**config.mk**
```make
export PLATFORM = sky130hd
export DESIGN_NAME = spi_master_top
export DESIGN_NICKNAME = d
export VERILOG_FILES = /design/src/verilog/spi_pkg.sv /design/src/verilog/spi_apb_regs.sv /design/src/verilog/spi_shift_engine.sv /design/src/verilog/spi_bus_checker.sv /design/src/verilog/spi_master_top.sv
export SDC_FILE = /design/constraint.sdc
export NUM_CORES = 1
export LEC_CHECK = 0
export ABC_CLOCK_PERIOD_IN_PS = 6500
export BUFFER_PORTS_ARGS = -buffer_cell sky130_fd_sc_hd__buf_2
export CAP_MARGIN = 30
export CORE_ASPECT_RATIO = 1.2
export CORE_MARGIN = 2
export CORE_UTILIZATION = 58
export DETAILED_ROUTE_END_ITERATION = 6
export GPL_ROUTABILITY_DRIVEN = 0
export PLACE_DENSITY = 0.85
export SYNTH_ARGS = -nofsm -noshare
export SYNTH_HDL_FRONTEND = slang
export SYNTH_SLANG_ARGS = --single-unit
```
**constraint.sdc**
```tcl
create_clock -name sclk -period 6.5 [get_ports sclk]
set_clock_uncertainty 0.05 [all_clocks]
set_input_delay 1.3 -clock sclk [delete_from_list [all_inputs] [get_ports sclk]]
set_output_delay 1.3 -clock sclk [all_outputs]
set_load 0.05 [all_outputs]
```
**src/verilog/spi_pkg.sv**
```systemverilog
package spi_pkg;

  // ----------------------------------------
  // transfer geometry
  // ----------------------------------------
  localparam int data_width = 8;
  localparam int div_width  = 8;
  localparam int num_cs     = 4;

  // one launch and one sample edge per bit
  localparam int num_edges  = 2 * data_width;
  localparam int edge_width = $clog2(num_edges + 1);

  // half period of spi_clk is clk_div+1 sclk cycles
  localparam logic [div_width-1:0] clk_div_reset = 8'd3;

  // ----------------------------------------
  // register map, byte offsets
  // ----------------------------------------
  localparam logic [7:0] addr_ctrl   = 8'h00;
  localparam logic [7:0] addr_tx     = 8'h04;
  localparam logic [7:0] addr_rx     = 8'h08;
  localparam logic [7:0] addr_status = 8'h0C;

  // CTRL layout: cpol bit 0, cpha bit 1, cs_sel 3:2, clk_div 15:8
  localparam int ctrl_div_lsb = 8;

  typedef struct packed {
    logic                 cpol;
    logic                 cpha;
    logic [1:0]           cs_sel;
    logic [div_width-1:0] clk_div;
  } spi_cfg_t;

  // register block to engine
  typedef struct packed {
    logic                  start;
    logic [data_width-1:0] tx_byte;
  } spi_cmd_t;

  // engine back to register block
  typedef struct packed {
    logic                  done;
    logic [data_width-1:0] rx_byte;
  } spi_rsp_t;

  typedef struct packed {
    logic              spi_clk;
    logic              mosi;
    logic [num_cs-1:0] cs_n;
  } spi_pins_t;

endpackage

```
**src/verilog/spi_apb_regs.sv**
```systemverilog
module spi_apb_regs (
  input  logic                sclk,
  input  logic                reset,
  input  logic                psel,
  input  logic                penable,
  input  logic                pwrite,
  input  logic [7:0]          paddr,
  input  logic [31:0]         pwdata,
  output logic [31:0]         prdata,
  output logic                pready,
  output logic                pslverr,
  input  logic                busy,
  input  spi_pkg::spi_rsp_t   rsp,
  output spi_pkg::spi_cfg_t   cfg,
  output spi_pkg::spi_cmd_t   cmd
);

  logic access;
  logic hit_ctrl;
  logic hit_tx;
  logic hit_rx;
  logic hit_status;
  logic addr_hit;
  logic err;
  logic tx_accept;
  logic [spi_pkg::data_width-1:0] tx_hold;
  logic [spi_pkg::data_width-1:0] rx_hold;

  // ----------------------------------------
  // APB decode
  // ----------------------------------------
  assign access     = psel && penable;
  assign hit_ctrl   = (paddr == spi_pkg::addr_ctrl);
  assign hit_tx     = (paddr == spi_pkg::addr_tx);
  assign hit_rx     = (paddr == spi_pkg::addr_rx);
  assign hit_status = (paddr == spi_pkg::addr_status);
  assign addr_hit   = hit_ctrl || hit_tx || hit_rx || hit_status;

  // bad offset, write to a read-only reg, or TX while a byte is in flight
  assign err = access && (!addr_hit ||
                          (pwrite && (hit_rx || hit_status)) ||
                          (pwrite && hit_tx && busy));

  assign tx_accept = access && pwrite && hit_tx && !busy;

  assign pready  = 1'b1;
  assign pslverr = err;

  // start goes out in the access cycle so busy follows one cycle later
  assign cmd.start   = tx_accept;
  assign cmd.tx_byte = pwdata[spi_pkg::data_width-1:0];

  always_comb begin
    prdata = '0;
    if (access && !pwrite && !err) begin
      case (paddr)
        spi_pkg::addr_ctrl: begin
          prdata[0]   = cfg.cpol;
          prdata[1]   = cfg.cpha;
          prdata[3:2] = cfg.cs_sel;
          prdata[spi_pkg::ctrl_div_lsb +: spi_pkg::div_width] = cfg.clk_div;
        end
        spi_pkg::addr_tx:     prdata[spi_pkg::data_width-1:0] = tx_hold;
        spi_pkg::addr_rx:     prdata[spi_pkg::data_width-1:0] = rx_hold;
        spi_pkg::addr_status: prdata[0] = busy;
        default:              prdata = '0;
      endcase
    end
  end

  // ----------------------------------------
  // CTRL register
  // ----------------------------------------
  always_ff @(posedge sclk) begin
    if (reset) begin
      cfg <= '{cpol: 1'b0, cpha: 1'b0, cs_sel: 2'b00, clk_div: spi_pkg::clk_div_reset};
    end else if (access && pwrite && hit_ctrl) begin
      cfg.cpol    <= pwdata[0];
      cfg.cpha    <= pwdata[1];
      cfg.cs_sel  <= pwdata[3:2];
      cfg.clk_div <= pwdata[spi_pkg::ctrl_div_lsb +: spi_pkg::div_width];
    end
  end

  // last byte sent and last byte received
  always_ff @(posedge sclk) begin
    if (tx_accept) begin
      tx_hold <= pwdata[spi_pkg::data_width-1:0];
    end
    if (rsp.done) begin
      rx_hold <= rsp.rx_byte;
    end
  end

  // an accepted start always finds the engine idle and wakes it
  start_only_when_idle: assert property (
    @(posedge sclk) disable iff (reset)
    cmd.start |-> !busy ##1 busy
  );

endmodule

```
**src/verilog/spi_shift_engine.sv**
```systemverilog
module spi_shift_engine (
  input  logic               sclk,
  input  logic               reset,
  input  spi_pkg::spi_cfg_t  cfg,
  input  spi_pkg::spi_cmd_t  cmd,
  input  logic               miso,
  output spi_pkg::spi_pins_t pins,
  output logic               busy,
  output spi_pkg::spi_rsp_t  rsp
);

  typedef enum logic [1:0] {
    st_idle,
    st_setup,
    st_shift,
    st_hold
  } state_t;

  state_t state;
  spi_pkg::spi_cfg_t cfg_q;

  logic [spi_pkg::div_width-1:0]  div_cnt;
  logic                           tick;
  logic [spi_pkg::edge_width-1:0] edge_cnt;
  logic [spi_pkg::edge_width-1:0] edge_next;
  logic                           sample_edge;
  logic                           clk_lvl;
  logic [spi_pkg::num_cs-1:0]     cs_n_q;
  logic                           done_q;
  logic [spi_pkg::data_width-1:0] tx_sh;
  logic [spi_pkg::data_width-1:0] rx_sh;
  logic                           miso_meta;
  logic                           miso_sync;

  assign tick      = (div_cnt == '0);
  assign edge_next = edge_cnt + 1'b1;

  // odd edges are leading; cpha 0 samples there, cpha 1 on trailing
  assign sample_edge = edge_next[0] ^ cfg_q.cpha;

  // ----------------------------------------
  // sequencer
  // ----------------------------------------
  always_ff @(posedge sclk) begin
    if (reset) begin
      state    <= st_idle;
      div_cnt  <= '0;
      edge_cnt <= '0;
      clk_lvl  <= 1'b0;
      cs_n_q   <= '1;
      done_q   <= 1'b0;
    end else begin
      done_q <= 1'b0;
      if (state != st_idle) begin
        div_cnt <= tick ? cfg_q.clk_div : div_cnt - 1'b1;
      end
      case (state)
        st_idle: begin
          if (cmd.start) begin
            state    <= st_setup;
            div_cnt  <= cfg.clk_div;
            edge_cnt <= '0;
            clk_lvl  <= 1'b0;
            cs_n_q   <= ~(spi_pkg::num_cs'(1) << cfg.cs_sel);
          end
        end
        // one half period with cs_n low before the first edge
        st_setup: begin
          if (tick) begin
            state <= st_shift;
          end
        end
        st_shift: begin
          if (tick) begin
            clk_lvl  <= ~clk_lvl;
            edge_cnt <= edge_next;
            if (edge_next == spi_pkg::edge_width'(spi_pkg::num_edges)) begin
              state <= st_hold;
            end
          end
        end
        st_hold: begin
          if (tick) begin
            state  <= st_idle;
            cs_n_q <= '1;
            done_q <= 1'b1;
          end
        end
        default: state <= st_idle;
      endcase
    end
  end

  // ----------------------------------------
  // data path
  // ----------------------------------------
  // miso latency is two cycles, so clk_div below 2 samples a stale bit
  always_ff @(posedge sclk) begin
    miso_meta <= miso;
    miso_sync <= miso_meta;
    if (state == st_idle && cmd.start) begin
      cfg_q <= cfg;
      tx_sh <= cmd.tx_byte;
    end else if (state == st_shift && tick) begin
      if (sample_edge) begin
        rx_sh <= {rx_sh[spi_pkg::data_width-2:0], miso_sync};
      end else if (edge_next != spi_pkg::edge_width'(1)) begin
        // MSB already sits on mosi for the first launch edge of cpha 1
        tx_sh <= {tx_sh[spi_pkg::data_width-2:0], 1'b0};
      end
    end
  end

  // idle level follows live CTRL, the transfer uses the sampled copy
  assign pins.spi_clk = (state == st_idle) ? cfg.cpol : (cfg_q.cpol ^ clk_lvl);
  assign pins.mosi    = (state != st_idle) && tx_sh[spi_pkg::data_width-1];
  assign pins.cs_n    = cs_n_q;

  assign busy        = (state != st_idle);
  assign rsp.done    = done_q;
  assign rsp.rx_byte = rx_sh;

  one_cs_while_busy: assert property (
    @(posedge sclk) disable iff (reset)
    busy |-> $onehot(~pins.cs_n)
  );

  edge_count_bound: assert property (
    @(posedge sclk) disable iff (reset)
    edge_cnt <= spi_pkg::edge_width'(spi_pkg::num_edges)
  );

endmodule

```
**src/verilog/spi_bus_checker.sv**
```systemverilog
module spi_bus_checker (
  input logic               sclk,
  input logic               reset,
  input spi_pkg::spi_pins_t pins,
  input logic               miso,
  input spi_pkg::spi_cfg_t  cfg
);

  logic prev_clk;
  logic cs_active;
  logic leading;
  logic trailing;
  logic sample_edge;

  always_ff @(posedge sclk) begin
    if (reset) begin
      prev_clk <= 1'b0;
    end else begin
      prev_clk <= pins.spi_clk;
    end
  end

  // ----------------------------------------
  // edge classification for current mode
  // ----------------------------------------
  assign cs_active = ~&pins.cs_n;
  assign leading   = (prev_clk == cfg.cpol) && (pins.spi_clk != cfg.cpol);
  assign trailing  = (prev_clk != cfg.cpol) && (pins.spi_clk == cfg.cpol);

  assign sample_edge = cs_active && (cfg.cpha ? trailing : leading);

  // ----------------------------------------
  // pin rules
  // ----------------------------------------
  clk_idle_when_deselected: assert property (
    @(posedge sclk) disable iff (reset)
    &pins.cs_n |-> pins.spi_clk == cfg.cpol
  );

  // mosi only moves on launch edges
  mosi_stable_at_sample: assert property (
    @(posedge sclk) disable iff (reset)
    sample_edge |-> $stable(pins.mosi)
  );

  cs_stable_while_clk_active: assert property (
    @(posedge sclk) disable iff (reset)
    pins.spi_clk != cfg.cpol |-> $stable(pins.cs_n)
  );

  // slave must drive a real level when we sample it
  miso_known_at_sample: assert property (
    @(posedge sclk) disable iff (reset)
    sample_edge |-> !$isunknown(miso)
  );

endmodule

```
**src/verilog/spi_master_top.sv**
```systemverilog
module spi_master_top (
  input  logic                       sclk,
  input  logic                       reset,
  input  logic                       psel,
  input  logic                       penable,
  input  logic                       pwrite,
  input  logic [7:0]                 paddr,
  input  logic [31:0]                pwdata,
  output logic [31:0]                prdata,
  output logic                       pready,
  output logic                       pslverr,
  input  logic                       miso,
  output logic                       spi_clk,
  output logic                       mosi,
  output logic [spi_pkg::num_cs-1:0] cs_n
);

  spi_pkg::spi_cfg_t  cfg;
  spi_pkg::spi_cmd_t  cmd;
  spi_pkg::spi_rsp_t  rsp;
  spi_pkg::spi_pins_t pins;
  logic               busy;

  spi_apb_regs u_regs (
    .sclk    (sclk),
    .reset   (reset),
    .psel    (psel),
    .penable (penable),
    .pwrite  (pwrite),
    .paddr   (paddr),
    .pwdata  (pwdata),
    .prdata  (prdata),
    .pready  (pready),
    .pslverr (pslverr),
    .busy    (busy),
    .rsp     (rsp),
    .cfg     (cfg),
    .cmd     (cmd)
  );

  spi_shift_engine u_engine (
    .sclk  (sclk),
    .reset (reset),
    .cfg   (cfg),
    .cmd   (cmd),
    .miso  (miso),
    .pins  (pins),
    .busy  (busy),
    .rsp   (rsp)
  );

  spi_bus_checker u_checker (
    .sclk  (sclk),
    .reset (reset),
    .pins  (pins),
    .miso  (miso),
    .cfg   (cfg)
  );

  assign spi_clk = pins.spi_clk;
  assign mosi    = pins.mosi;
  assign cs_n    = pins.cs_n;

endmodule

```
==> results of run 1 <==
-- registers in the layout, summed over array words and instances, names as in the netlist, 2 cells and up --
signal and flops:
u_regs.rx_hold 8, u_engine.cs_n_q 4, u_engine.div_cnt 8, u_engine.rx_sh 8, u_engine.state 2, u_engine.cfg_q 10
u_engine.tx_sh 8, u_engine.edge_cnt 5, u_regs.tx_hold 8, u_regs.cfg 12
-- cell usage in the layout (no fill, tap or decap), types with 7 or more instances in the layout --
master	netlist	routed
a211oi_1	8	8
o22ai_1	8	8
a21oi_1	7	7
ha_1	9	9
buf_2	3	53
o21ai_0	10	10
nor3_1	12	12
conb_1	2	17
edfxtp_1	42	42
nand2_1	35	35
and2_1	9	9
clkbuf_8	1	10
mux2i_1	18	18
inv_1	9	9
dfxtp_1	35	35
nor2_1	33	33
nor2b_1	7	7
-- worst register-to-register path: stages, from the launching register on --
cell and delay, ns:
dfxtp_1 0.36, inv_1 0.09, ha_1 0.38, nand2_1 0.15, or2_1 0.53, inv_2 0.32, nor4_1 0.34, buf_4 0.24
-- metrics by stage --
| step | worst slack [ns] | cell area [um2] | hold WS [ns] | power [mW] | utilization, % |
|---|---|---|---|---|---|
| global route | 1.43 | 4120 | 0.314 | 1.50 | 67.7 |
| global placement | 1.62 | 3910 | 0.266 | 1.03 | 64.2 |
| CTS | 1.60 | 4120 | 0.298 | 1.42 | 67.7 |
| floorplan | 1.97 | 3750 | 0.260 | 0.977 | - |
| detailed placement | 1.57 | 3920 | 0.273 | 1.05 | 64.3 |
| finish | 1.63 | 4120 | 0.295 | 1.42 | 67.7 |
-- per-layer routing --
layer | vias to the layer above | routed length, um
li1 | 1302 | -
met2 | 106 | 3730
met1 | 1277 | 3070
met5 | - | 0
met4 | 0 | 176
met3 | 15 | 445
-- synth_stat cells (all sizes together), types with 3 or more instances --
master  instances
nand3b          3
inv            10
a22oi           4
nor4            3
a21oi           7
nand3           3
nand2b          5
o21ai          11
clkbuf         10
dfxtp          35
buf            21
nor2           34
nand2          36
edfxtp         42
mux2i          18
ha              9
o22ai           8
nor3b           3
o211ai          3
nor3           12
o21bai          4
a31oi           5
nor2b           7
or4             3
xnor2           4
a211oi          8
and2            9
-- kinds of logic (layout without fill, tap and decap cells) --
| group | count (synthesis) | count (layout) | synth area share, % |
|---|---|---|---|
| buffers and inverters | 43 | 82 | 6.85 |
| and+or+nand+nor | 131 | 131 | 19.2 |
| DFF | 77 | 77 | 53.2 |
| adders and majority gates | 9 | 9 | 3.05 |
| muxes | 18 | 18 | 4.88 |
| other | 2 | 17 | 0.204 |
| AOI/OAI and AO/OA | 59 | 59 | 11.2 |
| xor gates and xnor gates | 6 | 6 | 1.42 |
-- how the worst max path moves through the flow --
stage | from | endpoint | slack, ns | cells past startpoint
3_5_place_dp | paddr[1] | prdata[12] | 1.57 | 6
4_1_cts | paddr[1] | prdata[12] | 1.60 | 6
5_1_grt | paddr[1] | prdata[9] | 1.43 | 6
6_report | paddr[1] | prdata[10] | 1.63 | 6
3_3_place_gp | paddr[1] | prdata[11] | 1.62 | 6
2_1_floorplan | paddr[1] | prdata[0] | 1.97 | 3
-- layout make-up --
class	instances	area [um2]
Timing Repair Buffer	55	280
Clock buffer	10	138
Tap cell	82	103
Inverter	11	41.3
Sequential cell	77	1960
Clock inverter	6	68.8
Multi-Input combinational cell	240	1530
Fill cell	447	1970
-- power by group --
part,total (mW),internal (mW),switching (mW)
combinational,0.488,0.160,0.328
sequential,0.557,0.532,0.0256
clock,0.377,0.190,0.186
total,1.42,0.882,0.540
==> reports/metrics.yaml, run 1 <==
status: "finished clean"
slew_viol_final: 0
num_antenna_cells: 0
static-leakage-power_nw: 1.60
syn_inst: 345
tns_ns: 0
cpLargestDelayFamily: "simple AND/OR/NAND/NOR gates"
synth_flop_cell: "edfxtp_1"
rsz0062_at_grt: "no"
endpoint_kind: "output pin"
maxSlewHeadroom_pct: 47.4
fmax_mhz: 206
cts_sinks: 77
fin_crit_sh_pct: 74.9
synth_area_leaders: "edfxtp_1, dfxtp_1, mux2i_1, nand2_1, buf_4"
clk_pin_slew_worst_paths_ns: 0.08
hold_violations: 0
yosys.cell_types.count: 58
clk_latency_ns: 0.36
seq_area_frac_synth_pct: 53.2
die_area_um2: 7020
critPathMaxStageDelay_ns: 0.72
cp.arrival_ns: 3.52
avgSynthCellArea_um2: 10.7
post-route-min-period_ns: 4.87
hold_start: "u_engine.miso_meta"
drt_first_pass_iters: 4
reg2regPathDepth: 7
core_area_um2: 6090
ys_async_sr_fraction_pct: 0
reg2reg_setup_slack_ns: 3.76
peakVddDrop_v: 0.000206
r2r-start: "u_engine.state[0]"
grt-busiest-layer: "met2"
initial_core_util_pct: 60.6
start_kind: "input pin"
dp.final_hpwl_um: 5200
clockBufferDepth: 2
numPortBuffers: 52
wl_per_cell_um: 15.4
critPathMaxFanout: 9
final_nets: 449
cts_made_buffers: 9
path_buf_inv: 2
worstPathCellList: "buf_2 -> nor4_4 -> nand3b_1 -> nor3_1 -> and2_1 -> buf_2"
yosysWarnings: 0
synth_top_area_cell: "edfxtp_1"
syn_to_final_growth_pct: 11.8
grt_usage_pct: 22.3
grt_pass1_wl_um: 12200
cp.required_ns: 5.15
fin_cells: 481
detail_route.iter0.violations: 166
power_density_nw_per_um2: 345
max-cap-violations: 0
min_to: "u_engine.miso_sync"
cts_tree: "built"
drc: 0
viasPerCell: 5.61
cts_hold_buffers: 0
synth_top_cell_area_share_pct: 34.2
htreeDepth: 3
die_y_um: 91.4
overflow: 0
fp.dieW_um: 76.8
setup_viol: 0
crit_top_cell: "buf_2"
tightestPinTransition_ns: 0.782
ctsResizeCount: 0
ant_nets: 0
rows: 31
syn_area_um2: 3690
r2r_end: "u_engine.rx_sh[3]"
io_pins: 86
hold_path.class: "reg2reg"
use_met2_pct: 36.2
critPathKind: "in2out"
drive_above_1_share_pct: 20.6
dr_total_vias: 2700
met1_usage_pct: 27.5
grt_max_degree: 34
cts_root_buf: "clkbuf_8"
cp_slowest_cell: "nor3_1"
grt_pass1_vias: 2622
antenna_found_initial: 0
met3_usage_pct: 4.97
hold-path-cell-count: 0
wirelength_um: 7420
place_inst: 465
ys_ff_latch: 77
post_cts_buffers: 0
synth_edf_count: 42
(Power assumes the default switching activity.)
==> run 2, diff against run 1 <==
--- a/config.mk
+++ b/config.mk
@@ -5,15 +5,15 @@
 export SDC_FILE = /design/constraint.sdc
 export NUM_CORES = 1
 export LEC_CHECK = 0
-export ABC_CLOCK_PERIOD_IN_PS = 6500
+export ABC_CLOCK_PERIOD_IN_PS = 4900
 export BUFFER_PORTS_ARGS = -buffer_cell sky130_fd_sc_hd__buf_2
 export CAP_MARGIN = 30
 export CORE_ASPECT_RATIO = 1.2
 export CORE_MARGIN = 2
-export CORE_UTILIZATION = 58
+export CORE_UTILIZATION = 54
 export DETAILED_ROUTE_END_ITERATION = 6
 export GPL_ROUTABILITY_DRIVEN = 0
-export PLACE_DENSITY = 0.85
+export PLACE_DENSITY = 0.8
 export SYNTH_ARGS = -nofsm -noshare
 export SYNTH_HDL_FRONTEND = slang
 export SYNTH_SLANG_ARGS = --single-unit
==> constraint.sdc (replaced) <==
create_clock -name sclk -period 4.9 [get_ports sclk]
set_clock_uncertainty 0.05 [all_clocks]
set_input_delay 0.98 -clock sclk [delete_from_list [all_inputs] [get_ports sclk]]
set_output_delay 0.98 -clock sclk [all_outputs]
set_load 0.05 [all_outputs]
==> run 2 against run 1 <==
Compared with the run above:
- core utilization is 6.2 points lower
- highest routed layer unchanged
- critical endpoint is now prdata[9]
- wire length is 2.5% lower
- largest power group unchanged
- via count is 0.81% lower
- count of clock-buffer cells in the layout down 1
- hold slack got worse by 0.0069 ns
- flip-flop and latch count stayed put
- first-iteration DRC count fell by 12%
- global-route usage is 2.0 points lower
==> reports/metrics.yaml, run 2 (synthesis gave the netlist of run 1 again) <==
htreeDepth: 3  # unchanged
slew_viol_final: 0  # unchanged
drt_first_pass_iters: 4  # unchanged
tightestPinTransition_ns: 0.625  # -0.157 ns
maxSlewHeadroom_pct: 58.3  # +11 points
cts_hold_buffers: 0  # unchanged
hold_slack_ns: 0.288  # -0.00694 ns
hold_violations: 0  # unchanged
cts_made_buffers: 9  # unchanged
grt_pass1_vias: 2391  # -8.8%
setup_viol: 0  # unchanged
die_y_um: 94.6  # +3.5%
top_register: "u_regs.cfg"
sequentialPowerShare_pct: 39.6  # +0.4 points
post_cts_buffers: 0  # unchanged
switchingPower_mw: 0.713  # +32%
fin_crit_sh_pct: 77.1
core_area_um2: 6730  # +11%
layout_common_cells: "buf_2, edfxtp_1, nand2_1, dfxtp_1, nor2_1"
viasPerCell: 5.49  # -2.2%
critPathMaxFanout: 9  # unchanged
numPortBuffers: 52  # unchanged
io_pins: 86  # unchanged
status: "finished clean"
cts_root_buf: "clkbuf_8"
fp.dieW_um: 79.5  # +3.5%
rows: 33  # +6.5%
critPathKind: "in2out"
endpoint_kind: "output pin"
cp.arrival_ns: 2.75  # -0.77 ns
p_clk_share_pct: 26.6  # about the same
critPathMaxStageDelay_ns: 0.45  # -0.27 ns
place_area_um2: 3940  # +0.54%
post-route-min-period_ns: 3.78
reg2reg_setup_slack_ns: 2.35  # -1.41 ns
detail_route.iter0.violations: 146  # -12%
power_density_nw_per_um2: 452  # +31%
syn_to_final_growth_pct: 12.3
wirelength_um: 7230  # -2.5%
dr_total_vias: 2678  # -0.81%
overflow: 0  # unchanged
ant_nets: 0  # unchanged
final_common_cell: "buf_2"
wl_per_cell_um: 14.8  # -3.9%
num_antenna_cells: 0  # unchanged
finalInstanceArea_um2: 4140  # +0.45%
clk_latency_ns: 0.35  # about the same
clockBufferDepth: 2  # unchanged
tns_ns: 0  # unchanged
final_nets: 451  # +0.45%
peakVddDrop_v: 0.000289  # +40%
rsz0062_at_grt: "no"
switching_share_pct: 38.1  # +0.12 points
crit_top_cell: "buf_2"
clk_pin_slew_worst_paths_ns: 0.08  # about the same
worstPathCellList: "buf_2 -> nor4_4 -> nand3b_1 -> nor3_1 -> buf_4 -> and2_1 -> buf_2"
post-route-util_pct: 61.6  # -6.2 points
largest_reg_flops: 12  # unchanged
p_int_mw: 1.16  # +31%
path_buf_inv: 3  # +1
cpLargestDelayFamily: "simple AND/OR/NAND/NOR gates"
max-cap-violations: 0  # unchanged
cts_tree: "built"
ctsResizeCount: 0  # unchanged
power_frac_comb_pct: 33.8  # -0.5 points
drc: 0  # unchanged
initial_core_util_pct: 54.8  # -5.8 points
cts_sinks: 77  # unchanged
cp_slowest_cell: "nor4_4"
start_kind: "input pin"
drive_above_1_share_pct: 20.9  # +0.40 points
static-leakage-power_nw: 1.61  # +0.53%
power.total_mw: 1.87  # +32%
antenna_found_initial: 0  # unchanged
fmax_mhz: 265
cp.required_ns: 3.87  # -1.28 ns
dp.final_hpwl_um: 5020  # -3.6%
grt_usage_pct: 20.3  # -2.0 points
grt_max_degree: 34  # unchanged
largestRegisters: "u_regs.cfg (12), u_engine.cfg_q (10)"
grt_pass1_wl_um: 11600  # -4.6%
die_area_um2: 7510  # +7.1%
hold_path.class: "reg2reg"
[run 2: cell count changes in the layout (fill, tap and decap cells not counted), sizes merged]
cell / previous run / this run
inv: 12 / 13
clkbuf: 10 / 9
buf: 55 / 57
[run 2: power groups by stage]
stage | logic, mW | registers [mW] | clock network, mW
final | 0.633 | 0.740 | 0.498
after global routing | 0.687 | 0.747 | 0.524
after CTS | 0.629 | 0.739 | 0.503
after detailed placement | 0.628 | 0.754 | 0
after global placement | 0.616 | 0.751 | 0
after floorplan | 0.540 | 0.756 | 0
[run 2: final timing paths]
kind                           start              endpoint  cells past startpoint
setup / recovery            paddr[1]             prdata[9]                      7
hold / removal    u_engine.miso_meta    u_engine.miso_sync                      0
hold reg to reg   u_engine.miso_meta    u_engine.miso_sync                      0
setup reg to reg   u_engine.state[0]  u_engine.edge_cnt[1]                      7
[run 2: metrics by stage]
step / std cells / setup WS [ns]
4_1_cts: 488 / 1.11
3_5_place_dp: 472 / 1.11
3_3_place_gp: 471 / 1.15
2_1_floorplan: 360 / 1.01
5_1_grt: 488 / 0.920
6_report: 488 / 1.12
[run 2: worst reg2reg max path, stage by stage, from the launching register on]
cell	delay, ns
dfxtp_1	0.34
inv_1	0.10
ha_1	0.48
clkinv_1	0.49
a41o_1	0.52
o21ai_1	0.28
nand2_1	0.09
a21oi_1	0.14
[run 2: area by class of cell]
| class | instances | area, um2 |
|---|---|---|
| Clock buffer | 9 | 124 |
| Clock inverter | 7 | 80.1 |
| Fill cell | 574 | 2590 |
| Inverter | 11 | 41.3 |
| Multi-Input combinational cell | 240 | 1530 |
| Sequential cell | 77 | 1960 |
| Tap cell | 87 | 109 |
| Timing Repair Buffer | 57 | 295 |
[run 2: layer usage]
metal,GRT usage [%],vias up,part of all wire [%]
li1,-,1303,-
met5,0,-,0
met4,10.3,0,2.7
met1,26.7,1275,45
met3,3.63,15,4.7
met2,32.3,85,48
